$ cat config.mk
export PLATFORM = sky130hd
export DESIGN_NAME = mfp_ahb_gpio
export DESIGN_NICKNAME = d
export VERILOG_FILES = /design/src/design/mfp_ahb_pkg.sv /design/src/design/mfp_ahb_gpio.sv
export VERILOG_INCLUDE_DIRS = /design/src /design/src/include
export SDC_FILE = /design/constraint.sdc
export NUM_CORES = 1
export LEC_CHECK = 0
export BUFFER_PORTS_ARGS = -buffer_cell sky130_fd_sc_hd__buf_2
export CAP_MARGIN = 5
export CORE_MARGIN = 10
export CORE_UTILIZATION = 35
export DETAILED_ROUTE_END_ITERATION = 10
export PLACE_DENSITY = 0.71
export SYNTH_ARGS = -nofsm -noshare
export SYNTH_HDL_FRONTEND = slang
export SYNTH_SLANG_ARGS = --single-unit
$ cat constraint.sdc
create_clock -name clk -period 3.2 [get_ports clk]
set_input_delay 0.64 -clock clk [delete_from_list [all_inputs] [get_ports clk]]
set_output_delay 0.64 -clock clk [all_outputs]
set_load 0.1 [all_outputs]
$ cat src/include/mfp_ahb_map.svh
`ifndef MFP_AHB_MAP_SVH
`define MFP_AHB_MAP_SVH

// region base addresses, region is haddr[31:20]
`define MFP_RAM_BASE        32'h0000_0000
`define MFP_GPIO_BASE       32'h1F80_0000

// gpio register offsets within the gpio region
`define MFP_GPIO_RED        32'h0000_0000
`define MFP_GPIO_GREEN      32'h0000_0004
`define MFP_GPIO_SWITCHES   32'h0000_0008
`define MFP_GPIO_BUTTONS    32'h0000_000C

// region field position
`define MFP_REGION_LSB      20

`endif
$ cat src/design/mfp_ahb_pkg.sv
`include "mfp_ahb_map.svh"

package mfp_ahb_pkg;

    typedef enum logic [1:0] {
        htrans_idle   = 2'b00,
        htrans_busy   = 2'b01,
        htrans_nonseq = 2'b10,
        htrans_seq    = 2'b11
    } htrans_t;

    typedef enum logic [2:0] {
        hsize_byte = 3'b000,
        hsize_half = 3'b001,
        hsize_word = 3'b010
    } hsize_t;

    // ram view of haddr
    typedef struct packed {
        logic [11:0] region;
        logic [17:0] word_index;
        logic [1:0]  byte_off;
    } ram_view_t;

    // gpio view of the same haddr
    typedef struct packed {
        logic [11:0] region;
        logic [15:0] unused;
        logic [1:0]  reg_sel;
        logic [1:0]  byte_off;
    } gpio_view_t;

    typedef union packed {
        ram_view_t  ram;
        gpio_view_t gpio;
    } ahb_addr_t;

    localparam int red_width    = 18;
    localparam int green_width  = 9;
    localparam int switch_width = 18;
    localparam int button_width = 5;

    localparam logic [11:0] ram_region  = 12'(`MFP_RAM_BASE >> `MFP_REGION_LSB);
    localparam logic [11:0] gpio_region = 12'(`MFP_GPIO_BASE >> `MFP_REGION_LSB);

    localparam logic [1:0] gpio_sel_red      = 2'(`MFP_GPIO_RED >> 2);
    localparam logic [1:0] gpio_sel_green    = 2'(`MFP_GPIO_GREEN >> 2);
    localparam logic [1:0] gpio_sel_switches = 2'(`MFP_GPIO_SWITCHES >> 2);
    localparam logic [1:0] gpio_sel_buttons  = 2'(`MFP_GPIO_BUTTONS >> 2);

    // little endian byte lanes
    function automatic logic [3:0] ahb_lane_mask(hsize_t size, logic [1:0] byte_off);
        case (size)
            hsize_byte: return 4'b0001 << byte_off;
            hsize_half: return byte_off[1] ? 4'b1100 : 4'b0011;
            default:    return 4'b1111;
        endcase
    endfunction

    // replace the masked lanes of old_word with new_word
    function automatic logic [31:0] ahb_lane_merge(logic [31:0] old_word,
                                                   logic [31:0] new_word,
                                                   logic [3:0]  mask);
        logic [31:0] result;
        result = old_word;
        for (int i = 0; i < 4; i++)
        begin
            if (mask[i])
                result[8*i +: 8] = new_word[8*i +: 8];
        end
        return result;
    endfunction

endpackage

$ cat src/design/mfp_ahb_gpio.sv
module mfp_ahb_gpio
    import mfp_ahb_pkg::*;
(
    input  logic                    clk,
    input  logic                    rst_n,
    input  logic                    hsel,
    input  ahb_addr_t               haddr,
    input  hsize_t                  hsize,
    input  logic                    hwrite,
    input  logic [31:0]             hwdata,
    output logic [31:0]             rdata,
    input  logic [switch_width-1:0] switches,
    input  logic [button_width-1:0] buttons,
    output logic [red_width-1:0]    red_leds,
    output logic [green_width-1:0]  green_leds
);

    logic                    wr_pending;
    logic [1:0]              wr_sel;
    logic [3:0]              wr_mask;
    logic [1:0]              rd_sel;
    logic [switch_width-1:0] sw_meta;
    logic [switch_width-1:0] sw_sync;
    logic [switch_width-1:0] sw_reg;
    logic [button_width-1:0] btn_meta;
    logic [button_width-1:0] btn_sync;
    logic [button_width-1:0] btn_reg;
    logic [31:0]             red_next;
    logic [31:0]             green_next;

    assign red_next   = ahb_lane_merge(32'(red_leds), hwdata, wr_mask);
    assign green_next = ahb_lane_merge(32'(green_leds), hwdata, wr_mask);

    always_ff @(posedge clk or negedge rst_n)
    begin
        if (!rst_n)
        begin
            wr_pending <= 1'b0;
            wr_sel     <= 2'b0;
            wr_mask    <= 4'b0;
            rd_sel     <= 2'b0;
            red_leds   <= '0;
            green_leds <= '0;
            sw_meta    <= '0;
            sw_sync    <= '0;
            sw_reg     <= '0;
            btn_meta   <= '0;
            btn_sync   <= '0;
            btn_reg    <= '0;
        end
        else
        begin
            // address phase
            wr_pending <= hsel && hwrite;
            if (hsel)
            begin
                wr_sel  <= haddr.gpio.reg_sel;
                wr_mask <= ahb_lane_mask(hsize, haddr.gpio.byte_off);
                rd_sel  <= haddr.gpio.reg_sel;
            end

            // data phase, switch and button registers ignore writes
            if (wr_pending && wr_sel == gpio_sel_red)
                red_leds <= red_next[red_width-1:0];
            if (wr_pending && wr_sel == gpio_sel_green)
                green_leds <= green_next[green_width-1:0];

            // two sync flops then the read register
            sw_meta  <= switches;
            sw_sync  <= sw_meta;
            sw_reg   <= sw_sync;
            btn_meta <= buttons;
            btn_sync <= btn_meta;
            btn_reg  <= btn_sync;
        end
    end

    always_comb
    begin
        case (rd_sel)
            gpio_sel_red:      rdata = 32'(red_leds);
            gpio_sel_green:    rdata = 32'(green_leds);
            gpio_sel_switches: rdata = 32'(sw_reg);
            default:           rdata = 32'(btn_reg);
        endcase
    end

endmodule

==> results.toml <==
[logic_synthesis]
ys_async_sr_fraction_pct = 100
synth_top_cell_area_share_pct = 72.4
synth_area_sq_um = 3520
synthDistinctLibCells = 22
post-synth-top-area-cell = "dfrtp_1"
syn_inst = 208
ys_seq_area_share_pct = 72.4
avgSynthCellArea_sq_um = 16.9
synth_edf_count = 0
yosys_register_bits = 102
synth-main-ff-cell = "dfrtp_1"
yosysWarningCount = 0
synth.area.top_cells = "dfrtp_1 (72%), mux2_2 (6.7%), mux2i_1 (3.7%)"

[die]
die_w_um = 120
start_util_pct = 36.1
num_rows = 36
core-area_sq_um = 9770
io_pins = 153
die_area_sq_um = 14500
die_h_um = 120

[power_and_ir_drop]
p_leak_uw = 0.00211
powerDensity_nw_per_um2 = 972
ir_worst_vdd_uv = 332
power_uw = 4200

[setup_path]
worst_path_largest_cell_delay_ns = 0.84
crit_fanout = 13
r2r_start = "rd_sel[0]$_DFFE_PN0P_"
r2r_cells = 3
worstReg2RegEnd = "red_leds[9]$_DFFE_PN0P_"
end_kind = "output port"
crit_chain = "mux4_2 > buf_2"
r2r_setup_slack_ns = 1.27
worstSetupPathType = "reg2out"
worstPathArrival_ns = 2.10
slowest_stage = "dfrtp_1"
critPathLaunchType = "flop"
required_ns = 2.56

[drt]
dr.pass1.iters = 4
totalWireLength_mm = 7.58
ant_nets = 0
drc = 0
wl_per_cell_um = 16.8
routed_via_density = 4.26
via_count = 1917
first_iter_violations = 86

[clock_tree]
numCtsBuffers = 9
cts_tree = "done"
cts_buffer_depth = 2
ctsHoldBuffers = 0
ctsResizeCount = 0
clk_pin_slew_worst_paths_ns = 0.08
clock_sinks = 102
cts_root_buffer = "clkbuf_8"
post-cts-setup-buffers = 0
worst_skew_pair.late_latency_ns = 0.35
htree_levels = 3

[layout]
multi_input_area_sq_um = 865
fillerInstances = 913
final_common_cell = "dfrtp_1"
n_antenna_cell = 0
regArea_sq_um = 2550
finalNetCount = 406
layout_common_cells = "dfrtp_1 (102), buf_2 (95), mux2_2 (21)"
area_growth_pct = 22.7
postLayoutCoreUtil_pct = 44.2
layout-drive-gt1-share_pct = 48.3

[flow_run]
drv_cap = 0

[run_status]
status = "complete, no violations"

[place]
gp_congestion = 0.756
portBuffers = 96
hpwl_mm = 5.60
dpl_worst_slack_ns = 0.753

[global_routing]
grt_max_degree = 53
grtUsageTotal_pct = 10.6
overflow = 0
grt_pass1_wl_mm = 11.8
antenna_found_initial = 0
first_global_vias = 2208

[sta]
fin_ws_ns = 0.457
clock_skew_ns = 0.00736
slew_violations = 0
whs_ns = 0.311
fmax_ghz = 0.365
worst_slew_pin_slew_ns = 0.760
hold_violations = 0
rsz0062_at_grt = "false"
layout_min_cycle_time_ns = 2.74
max_slew_margin_pct = 49.4
min_period_over_period_pct = 85.7
setup_tns_ns = 0
setup_viol = 0

[min_path]
min_path_type = "in2async"
-- worst max-delay path, delay by kind of cell (launching register included) --
kind	cells	cell delay, ns
flops	1	0.84
mux	1	0.59
buf+inv	1	0.31
-- Yosys cell counts (2+ instances only) --
cell type and number:
o21ai_0 7, nand2_1 8, buf_2 2, mux2_2 21
nor3_4 2, buf_6 2, dfrtp_1 102, mux2_4 8
mux4_2 5, mux2i_1 13, nor2b_1 2, nor2_1 10
o21a_1 2, buf_4 16
-- metal layers --
metal	GRT usage [%]	routed length [um]	up-vias
li1	-	-	882
met5	0	0	-
met3	2.65	337	11
met4	6.71	201	0
met1	10.9	2900	973
met2	18.8	4140	51
-- per-stage QoR --
step | cells | area, sq um
finish | 450 | 4320
detailed placement | 434 | 4110
global route | 450 | 4320
global placement | 434 | 4110
floorplan | 221 | 3570
CTS | 450 | 4320
-- logic make-up after synthesis --
logic type | share of synthesized area (%)
AO/OA/AOI/OAI | 1.56
buffers and inverters | 4.44
flip-flops | 72.4
multiplexers | 17.0
other | 0.106
AND/OR/NAND/NOR | 4.47
-- layout make-up --
type                       count  area share, %
multi-input combinational     98           20.0
clock buffer                  14           3.99
timing repair buffer         100           12.2
sequential                   102           59.0
tap                          133           3.85
clock inverter                 2          0.897
inverter                       1         0.0868
-- worst max path at each step --
stage / start / end / slack, ns / cells after the start
after floorplan: green_leds[5]$_DFFE_PN0P_ / rdata[5] / 0.09 / 2
after global placement: rd_sel[0]$_DFFE_PN0P_ / rdata[0] / 0.79 / 2
after detailed placement: rd_sel[0]$_DFFE_PN0P_ / rdata[0] / 0.75 / 2
after CTS: rd_sel[0]$_DFFE_PN0P_ / rdata[0] / 0.35 / 2
after global routing: rd_sel[0]$_DFFE_PN0P_ / rdata[0] / 0.29 / 2
final: rd_sel[0]$_DFFE_PN0P_ / rdata[0] / 0.46 / 2
-- where the power goes --
group | switching, uW | internal (uW) | leakage [uW]
clock network | 403 | 428 | 0.000107
registers | 108 | 1450 | 0.00119
logic | 1510 | 306 | 0.000807
(Power assumes the default switching activity.)
