===== src/include/mfp_ahb_map.svh =====
`ifndef MFP_AHB_MAP_SVH
`define MFP_AHB_MAP_SVH

// region base addresses, region is haddr[31:20]
`define MFP_RAM_BASE        32'h0000_0000
`define MFP_GPIO_BASE       32'h1F80_0000

// gpio register offsets within the gpio region
`define MFP_GPIO_RED        32'h0000_0000
`define MFP_GPIO_GREEN      32'h0000_0004
`define MFP_GPIO_SWITCHES   32'h0000_0008
`define MFP_GPIO_BUTTONS    32'h0000_000C

// region field position
`define MFP_REGION_LSB      20

`endif

===== src/design/mfp_ahb_pkg.sv =====
`include "mfp_ahb_map.svh"

package mfp_ahb_pkg;

    typedef enum logic [1:0] {
        htrans_idle   = 2'b00,
        htrans_busy   = 2'b01,
        htrans_nonseq = 2'b10,
        htrans_seq    = 2'b11
    } htrans_t;

    typedef enum logic [2:0] {
        hsize_byte = 3'b000,
        hsize_half = 3'b001,
        hsize_word = 3'b010
    } hsize_t;

    // ram view of haddr
    typedef struct packed {
        logic [11:0] region;
        logic [17:0] word_index;
        logic [1:0]  byte_off;
    } ram_view_t;

    // gpio view of the same haddr
    typedef struct packed {
        logic [11:0] region;
        logic [15:0] unused;
        logic [1:0]  reg_sel;
        logic [1:0]  byte_off;
    } gpio_view_t;

    typedef union packed {
        ram_view_t  ram;
        gpio_view_t gpio;
    } ahb_addr_t;

    localparam int red_width    = 18;
    localparam int green_width  = 9;
    localparam int switch_width = 18;
    localparam int button_width = 5;

    localparam logic [11:0] ram_region  = 12'(`MFP_RAM_BASE >> `MFP_REGION_LSB);
    localparam logic [11:0] gpio_region = 12'(`MFP_GPIO_BASE >> `MFP_REGION_LSB);

    localparam logic [1:0] gpio_sel_red      = 2'(`MFP_GPIO_RED >> 2);
    localparam logic [1:0] gpio_sel_green    = 2'(`MFP_GPIO_GREEN >> 2);
    localparam logic [1:0] gpio_sel_switches = 2'(`MFP_GPIO_SWITCHES >> 2);
    localparam logic [1:0] gpio_sel_buttons  = 2'(`MFP_GPIO_BUTTONS >> 2);

    // little endian byte lanes
    function automatic logic [3:0] ahb_lane_mask(hsize_t size, logic [1:0] byte_off);
        case (size)
            hsize_byte: return 4'b0001 << byte_off;
            hsize_half: return byte_off[1] ? 4'b1100 : 4'b0011;
            default:    return 4'b1111;
        endcase
    endfunction

    // replace the masked lanes of old_word with new_word
    function automatic logic [31:0] ahb_lane_merge(logic [31:0] old_word,
                                                   logic [31:0] new_word,
                                                   logic [3:0]  mask);
        logic [31:0] result;
        result = old_word;
        for (int i = 0; i < 4; i++)
        begin
            if (mask[i])
                result[8*i +: 8] = new_word[8*i +: 8];
        end
        return result;
    endfunction

endpackage


===== src/design/mfp_ahb_matrix.sv =====
module mfp_ahb_matrix
    import mfp_ahb_pkg::*;
(
    input  logic        clk,
    input  logic        rst_n,
    input  ahb_addr_t   haddr,
    input  htrans_t     htrans,
    input  logic [31:0] ram_rdata,
    input  logic [31:0] gpio_rdata,
    output logic        hsel_ram,
    output logic        hsel_gpio,
    output logic [31:0] hrdata
);

    logic        active;
    logic [11:0] region;
    logic        sel_ram_q;
    logic        sel_gpio_q;

    // idle and busy carry no transfer
    assign active = (htrans == htrans_nonseq) || (htrans == htrans_seq);

    // region field sits at the same place in both views
    assign region = haddr.ram.region;

    assign hsel_ram  = active && (region == ram_region);
    assign hsel_gpio = active && (region == gpio_region);

    // data phase select, follows every address phase
    always_ff @(posedge clk or negedge rst_n)
    begin
        if (!rst_n)
        begin
            sel_ram_q  <= 1'b0;
            sel_gpio_q <= 1'b0;
        end
        else
        begin
            sel_ram_q  <= hsel_ram;
            sel_gpio_q <= hsel_gpio;
        end
    end

    // unmapped or idle reads back as zero
    always_comb
    begin
        if (sel_ram_q)
            hrdata = ram_rdata;
        else if (sel_gpio_q)
            hrdata = gpio_rdata;
        else
            hrdata = 32'b0;
    end

endmodule


===== config.mk =====
export PLATFORM = sky130hd
export DESIGN_NAME = mfp_ahb_matrix
export DESIGN_NICKNAME = d
export VERILOG_FILES = /design/src/design/mfp_ahb_pkg.sv /design/src/design/mfp_ahb_matrix.sv
export VERILOG_INCLUDE_DIRS = /design/src /design/src/include
export SDC_FILE = /design/constraint.sdc
export NUM_CORES = 1
export LEC_CHECK = 0
export BUFFER_PORTS_ARGS = -buffer_cell sky130_fd_sc_hd__buf_2
export CAP_MARGIN = 10
export CORE_MARGIN = 2
export CORE_UTILIZATION = 18
export DETAILED_ROUTE_END_ITERATION = 16
export PLACE_DENSITY_LB_ADDON = 0.25
export SYNTH_ARGS = -nofsm -noshare
export SYNTH_HDL_FRONTEND = slang
export SYNTH_SLANG_ARGS = --single-unit

===== constraint.sdc =====
create_clock -name clk -period 1.3 [get_ports clk]
set_input_delay 0.065 -clock clk [delete_from_list [all_inputs] [get_ports clk]]
set_output_delay 0.065 -clock clk [all_outputs]
set_load 0.02 [all_outputs]

==> results of run 1 <==
worst max-delay path: cells and delay by family (launching register included):
| family | cells | cell delay [ns] |
|---|---|---|
| AO/OA/AOI/OAI | 1 | 0.21 |
| buffers and inverters | 2 | 0.27 |
| flip-flops | 1 | 0.40 |
| AND/OR/NAND/NOR | 1 | 0.15 |
metal layers:
metal	share of wire, %	routed length, um	up-vias	GRT usage (%)
li1	-	-	456	-
met1	35	933	427	15.74
met2	55	1470	58	34.58
met3	10	266	0	2.260
met4	0	0	0	2.137
met5	0	0	-	0
cells by family (layout without fill, tap and decap cells):
kind of cell | after synthesis | in the layout | synth area share, %
buffers and inverters | 7 | 121 | 6.895
AND/OR/NAND/NOR | 11 | 12 | 18.10
flip-flops | 2 | 2 | 11.49
AO/OA/AOI/OAI | 32 | 32 | 63.50
cells in the mapped netlist:
cell | number | area (um^2)
nor4_2 | 1 | 12.51
and4bb_2 | 1 | 12.51
nor2_1 | 1 | 3.750
or4_4 | 1 | 11.26
or3b_2 | 1 | 8.760
nor2b_1 | 1 | 6.260
nor4_1 | 1 | 6.260
a22o_1 | 31 | 271.5
nand2_1 | 3 | 11.26
dfrtp_1 | 2 | 50.05
clkbuf_1 | 4 | 15.01
nand4_1 | 1 | 6.260
buf_2 | 3 | 15.01
o21ai_0 | 1 | 5.000
worst max path at each step:
stage               slack (ns)  cells past startpoint    endpoint  startpoint
CTS                     -0.009                      4  hrdata[23]   sel_ram_q
global placement         -0.38                      3  hrdata[24]   sel_ram_q
finish                   -0.02                      4   hrdata[4]  sel_gpio_q
floorplan                 0.04                      3  hrdata[29]   sel_ram_q
detailed placement       -0.49                      3  hrdata[23]   sel_ram_q
global route             -0.06                      4  hrdata[25]  sel_gpio_q
layout make-up:
| cell class | instances | share of cell area [%] |
|---|---|---|
| Sequential cell | 2 | 3.825 |
| Timing Repair Buffer | 118 | 62.97 |
| Clock buffer | 3 | 1.679 |
| Tap cell | 28 | 2.612 |
| Multi-Input combinational cell | 44 | 28.92 |
power groups by stage:
stage,clock network [uW],logic [uW],registers (uW)
3_3_place_gp,0,123,63.4
3_5_place_dp,0,125,63.4
5_1_grt,148,142,62.6
2_1_floorplan,0,8.80,63.4
4_1_cts,137,128,62.7
6_report,131,130,62.8
registers in the layout, indices dropped and copies added (netlist names):
signal and cells:
sel_gpio_q 1, sel_ram_q 1
per-stage QoR:
| step | total power [uW] | worst slack (ns) | TNS, ns | utilization [%] |
|---|---|---|---|---|
| detailed placement | 188.7 | -0.4933 | -14.76 | 45.56 |
| global placement | 186.0 | -0.3781 | -11.46 | 45.56 |
| CTS | 328.4 | -0.009324 | -0.03370 | 57.49 |
| floorplan | 72.22 | 0.03735 | 0 | - |
| global route | 352.1 | -0.06124 | -1.220 | 59.49 |
| finish | 323.3 | -0.01951 | -0.1000 | 59.49 |
timing repair:
action | 4_1_cts | 5_1_grt
endpoints found under the hold margin | 2 | 0
gates resized for setup | 58 | 14
setup endpoints to repair | 32 | 33
buffers inserted | 3 | 2
pin swaps | 0 | 4
cloned | 1 | 0
hold buffers | 1 | 0
==> flow_summary.toml, run 1 <==
[placement]
dp_hpwl_mm = 1.861
dp_cells = 187
port_buffers = 112
gp_congestion = 0.6541
placed_cell_area_um2 = 1027

[power]
p_switching_uw = 71.28
p_leak_uw = 0.0007293
p_int_uw = 252.0
seq_power_share_pct = 19.4
p_per_area_nw_per_um2 = 241.0
switching_share_pct = 22.05
clkPwrFrac_pct = 40.4
max-vdd-ir-drop_v = 0.0005665
comb_power_share_pct = 40.2

[setup_path]
critical_path_class = "reg2out"
crit_chain = "nor2b_4 > buf_12 > a22o_1 > buf_6"
start_kind = "flop"
cpMaxStageDelayCell = "dfrtp_1"
slowest_delay_ns = 0.40
worstPathMaxFanout = 16
worstPathRequired_ns = 1.24
cp.arrival_ns = 1.25
end_kind = "output pin"

[sta]
max_slew_margin_pct = 85.96
post-route-period-util_pct = 101.5
fin_ws_ns = -0.01951
setup_viol = 12
max_freq_mhz = 757.9
grt_setup_unrepaired = "true"
min_period_ns = 1.320
hold_ws_ns = 0.1201
hold_violations = 0
worst_slew_pin_slew_ns = 0.2087
drv_slew = 0

[min_path]
worstHoldPathCells = 3
holdPathEnd = "sel_gpio_q"
hp-start = "haddr[30]"
min_path_type = "in2reg"

[floorplanning]
die_x_um = 53.19
die_h_um = 53.19
initial_core_util_pct = 19.31
coreArea_um2 = 2255
dieArea_um2 = 2829
io_pins = 134
num_rows = 17

[synthesis]
synth_area_um2 = 435.4
ys_types = 14
synthCells = 52
synth-seq-cells = 2
synth_nets = 152
yosysSeqAreaShare_pct = 11.49
yosysWarnings = 0
syn_area_per_cell_um2 = 8.373

[route]
ant_nets = 0
drtIter0Drc = 5
via_count = 941
wl_per_cell_um = 13.69
routed_wl_mm = 2.670
dr.pass1.iters = 4
drc = 0
routed_via_density = 4.826

[final_layout]
antennaDiodeCount = 0
fin_area_um2 = 1341
drive_gt1_share_pct = 76.65
final_common_cell = "buf_2"
stdcell_count = 195
n_fill_cell = 198
area_growth_syn_to_layout_pct = 208.0
seqCellArea_um2 = 51.30
layout_common_cells = "buf_2 (79), a22o_1 (31), buf_6 (31)"
multi_input_area_um2 = 387.9
final_nets = 269

[clock_tree]
cts.clk_slew.worst_paths_ns = 0.03
cts.path.max_buffers = 2
cts.sink_count = 2
root_buffer = "clkbuf_4"
cts_buffers = 3
cts_tree = "yes"
cts-htree-levels = 1

[run_status]
status = "complete, but fails checks"
failed_checks = "negative setup slack"

[global_routing]
grt_pass1_vias = 826
track_usage_pct = 15.99
grt_max_degree = 34
grt_pass1_wl_mm = 3.422
antenna_found_initial = 0
gr-total-overflow = 0

[job]
drv_cap = 0
Note: power is estimated with default switching activity, not from simulation.
==> run 2, diff against run 1 <==
--- a/config.mk
+++ b/config.mk
@@ -9,8 +9,10 @@
 export BUFFER_PORTS_ARGS = -buffer_cell sky130_fd_sc_hd__buf_2
 export CAP_MARGIN = 10
 export CORE_MARGIN = 2
-export CORE_UTILIZATION = 18
+export CORE_UTILIZATION = 19
+export CTS_BUF_LIST = sky130_fd_sc_hd__clkbuf_8
 export DETAILED_ROUTE_END_ITERATION = 16
+export GPL_ROUTABILITY_DRIVEN = 0
 export PLACE_DENSITY_LB_ADDON = 0.25
 export SYNTH_ARGS = -nofsm -noshare
 export SYNTH_HDL_FRONTEND = slang
==> flow_summary.toml, run 2 (synthesis results as in run 1) <==
[sta]
fin_ws_ns = -0.03772
min_period_ns = 1.338
hold_violations = 0
hold_ws_ns = 0.1298
max_freq_mhz = 747.5
worst_slew_pin_slew_ns = 0.2158
post-route-period-util_pct = 102.9
grt_setup_unrepaired = "true"
drv_slew = 0
setup_viol = 9
max_slew_margin_pct = 85.50

[setup_path]
start_kind = "flop"
cp-startpoint = "sel_ram_q"
critical_path_class = "reg2out"
cp.arrival_ns = 1.27
worstPathMaxFanout = 10
worstPathRequired_ns = 1.24
end_kind = "output pin"

[power]
p_per_area_nw_per_um2 = 347.3
max-vdd-ir-drop_v = 0.0005941
p_leak_uw = 0.0007234

[clock_tree]
cts_buffers = 3
root_buffer = "clkbuf_8"
cts.path.max_buffers = 2
cts-htree-levels = 1
cts.clk_slew.worst_paths_ns = 0.03
cts_tree = "yes"
cts_setup_buffers = 0
cts.sink_count = 2

[final_layout]
layout_common_cells = "buf_2 (88), a22o_1 (31), buf_6 (20)"
top_regs = "sel_gpio_q: 1 flops, sel_ram_q: 1 flops"
area_growth_syn_to_layout_pct = 187.1
n_fill_cell = 213
antennaDiodeCount = 0
final_common_cell = "buf_2"
drive_gt1_share_pct = 76.05
final_nets = 269
stdcell_count = 195

[min_path]
min_path_type = "in2reg"
hp-start = "haddr[30]"
worstHoldPathCells = 3

[route]
dr.pass1.iters = 3
via_count = 929
routed_wl_mm = 2.579
drt-met1-wl_um = 858
drc = 0
wl_per_cell_um = 13.23
ant_nets = 0
routed_via_density = 4.764
drtIter0Drc = 15
wl_met2_mm = 1.451
dr_wl_met3_um = 240
highest_layer = "met4"

[floorplanning]
die_x_um = 51.87
io_pins = 134
die_h_um = 51.87
initial_core_util_pct = 19.87
num_rows = 17
coreArea_um2 = 2191
dieArea_um2 = 2691

[global_routing]
gr-total-overflow = 0
grt_pass1_wl_mm = 3.325
grt_pass1_vias = 812
antenna_found_initial = 0
grt_max_degree = 24
track_usage_pct = 16.42

[run_status]
failed_checks = "negative setup slack"
status = "complete, but fails checks"

[placement]
dp_hpwl_mm = 1.985
dp_cells = 190
port_buffers = 112

[job]
drv_cap = 0
run 2: cell count changes in the layout (fill, tap and decap cells not counted):
cell	previous run	this run
nand2_1	2	3
buf_12	3	0
buf_2	79	88
buf_4	4	10
clkbuf_4	3	0
nor2b_4	2	1
clkbuf_8	0	3
buf_6	31	20
nand2_2	1	0
run 2: per-layer routing:
| layer | GRT usage [%] | vias up |
|---|---|---|
| met5 | 0 | - |
| met4 | 6.140 | 0 |
| met3 | 4.023 | 4 |
| met2 | 33.97 | 57 |
| met1 | 14.71 | 414 |
| li1 | - | 454 |
run 2: per-stage QoR:
step | TNS (ns) | setup WS [ns] | utilization [%] | power (uW) | instance area (um^2)
floorplan | 0 | 0.03735 | - | 72.22 | 444.2
finish | -0.1673 | -0.03772 | 57.05 | 434.1 | 1250
CTS | -0.1384 | -0.01746 | 52.54 | 439.5 | 1151
detailed placement | 0 | 0.02311 | 47.92 | 191.2 | 1050
global placement | 0 | 0.02974 | 47.92 | 185.6 | 1050
global route | -1.332 | -0.08870 | 57.05 | 461.5 | 1250
run 2: worst max-delay path: stages, from the launching register on:
cell and delay [ns]:
dfrtp_2 0.42, nor2b_4 0.17, buf_6 0.15, a22o_1 0.18
buf_6 0.14
run 2: power breakdown:
part           switching [uW]  internal (uW)
clock network            43.7            195
registers             0.00987           62.8
logic                    44.5           87.8
run 2: worst paths after layout:
kind | endpoint | slack [ns]
max | hrdata[0] | -0.04
max in group asynchronous | sel_ram_q | 1.03
min | sel_gpio_q | 0.13
min in group asynchronous | sel_gpio_q | 0.17
run 2: area by class of cell:
type                    instances  area, um^2  share of cell area (%)
clock buffers                   3       41.29                   3.303
repair buffers                119       750.7                   60.06
well taps                      28       35.03                   2.803
multi-input cells              43       371.6                   29.73
flip-flops and latches          2       51.30                   4.104
run 2: timing repair:
action,in CTS,in global routing
gates cloned,1,0
gates resized for setup,15,33
hold buffers,1,0
setup endpoints to repair,27,33
hold endpoints to repair,2,0
pin swaps,0,1
==> run 3, diff against run 2 <==
--- a/config.mk
+++ b/config.mk
@@ -14,6 +14,7 @@
 export DETAILED_ROUTE_END_ITERATION = 16
 export GPL_ROUTABILITY_DRIVEN = 0
 export PLACE_DENSITY_LB_ADDON = 0.25
+export SETUP_SLACK_MARGIN = 0.02
 export SYNTH_ARGS = -nofsm -noshare
 export SYNTH_HDL_FRONTEND = slang
 export SYNTH_SLANG_ARGS = --single-unit
==> flow_summary.toml, run 3 (synthesis results as in run 1) <==
[run_status]
status = "complete, but fails checks"
failed_checks = "negative setup slack"

[clock_tree]
cts-htree-levels = 1
cts.sink_count = 2
cts.clk_slew.worst_paths_ns = 0.03
cts_buffers = 3
root_buffer = "clkbuf_8"
cts_setup_buffers = 0
cts.path.max_buffers = 2
cts_tree = "yes"

[sta]
min_period_ns = 1.333
fin_ws_ns = -0.03343
worst_slew_pin_slew_ns = 0.2158
hold_violations = 0
post-route-period-util_pct = 102.6
fin_tns_setup_ns = -0.1553
drv_slew = 0
max_slew_margin_pct = 85.50
max_freq_mhz = 749.9
setup_viol = 9
grt_setup_unrepaired = "true"

[global_routing]
antenna_found_initial = 0
top_usage_layer = "met2"
grt_pass1_wl_mm = 3.339
grtUsageMet3_pct = 4.023
grt_util_met1_pct = 14.71
track_usage_pct = 16.48
grt_pass1_vias = 824
met2_usage_pct = 33.76
grt_max_degree = 24
gr-total-overflow = 0

[setup_path]
worstPathMaxFanout = 10
critical_path_class = "reg2out"
end_kind = "output pin"
start_kind = "flop"
cpMaxStageDelayCell = "dfrtp_2"
cp.arrival_ns = 1.27
crit_chain = "nor2b_4 > buf_6 > a22o_1 > buf_6"
slowest_delay_ns = 0.42
worstPathRequired_ns = 1.24
critPathTopFamily = "flip-flops"
crit_buf_inv = 2
critPathMostFrequentCell = "buf_6"

[placement]
dp_hpwl_mm = 1.985
port_buffers = 112
post-place-ws_ns = 0.02311
dp_cells = 190

[route]
routed_via_density = 4.764
drtIter0Drc = 8
drc = 0
dr.pass1.iters = 4
ant_nets = 0
routed_wl_mm = 2.553
via_count = 929
wl_per_cell_um = 13.09

[final_layout]
area_growth_syn_to_layout_pct = 188.5
top_regs = "sel_gpio_q: 1 flops, sel_ram_q: 1 flops"
multi_input_area_um2 = 371.6
seqCellArea_um2 = 51.30
final_common_cell = "buf_2"
antennaDiodeCount = 0
n_fill_cell = 211
stdcell_count = 195
layout_common_cells = "buf_2 (87), a22o_1 (31), buf_6 (21)"
drive_gt1_share_pct = 76.05
final_nets = 269
final_util_pct = 57.34

[job]
drv_cap = 0

[power]
max-vdd-ir-drop_v = 0.0005940
p_per_area_nw_per_um2 = 345.5
p_leak_uw = 0.0007239
power_uw = 434.0

[floorplanning]
coreArea_um2 = 2191
dieArea_um2 = 2691
initial_core_util_pct = 19.87
die_h_um = 51.87
num_rows = 17
io_pins = 134
die_x_um = 51.87

[min_path]
min_path_type = "in2reg"
run 3: cell count changes in the layout (fill, tap and decap cells not counted):
| cell | delta |
|---|---|
| buf_6 | +1 |
| buf_2 | -1 |
run 3: worst paths after layout:
| kind | startpoint | to | slack, ns | cells past startpoint |
|---|---|---|---|---|
| setup / recovery | sel_ram_q | hrdata[0] | -0.03 | 4 |
| hold / removal | haddr[30] | sel_gpio_q | 0.13 | 3 |
| max in group asynchronous | rst_n | sel_ram_q | 1.03 | 2 |
| min in group asynchronous | rst_n | sel_gpio_q | 0.17 | 2 |
run 3: cell type report:
cell class	count	area share, %
multi-input cells	43	29.58
repair buffers	119	60.26
well taps	28	2.789
clock buffers	3	3.287
flip-flops and latches	2	4.084
run 3: worst min-delay path: stages:
cell	delay, ns
buf_2	0.07
or4_4	0.12
nor4_4	0.04
run 3: metal layers:
layer / up-vias / routed length, um
met5: - / 0
met4: 0 / 38
met3: 6 / 267
met2: 61 / 1431
met1: 408 / 816
li1: 454 / -
run 3: what timing repair did:
action / in CTS / in global routing
gates resized for setup: 28 / 22
hold buffers: 1 / 0
setup endpoints to repair: 29 / 34
hold endpoints to repair: 2 / 0
gates cloned: 1 / 0
pin swaps: 1 / 1
run 3: power by group:
part	total (uW)	internal, uW	switching, uW
Sequential	62.8	62.8	0.00984
Combinational	132	87.8	44.4
Clock	239	195	43.7
Total	434	346	88.1
run 3: stage by stage:
stage,hold WS (ns),area [um^2]
after floorplan,-0.2306,444.2
after global placement,-0.1500,1050
after detailed placement,-0.1466,1050
after CTS,0.1360,1187
after global routing,0.1351,1256
final,0.1299,1256
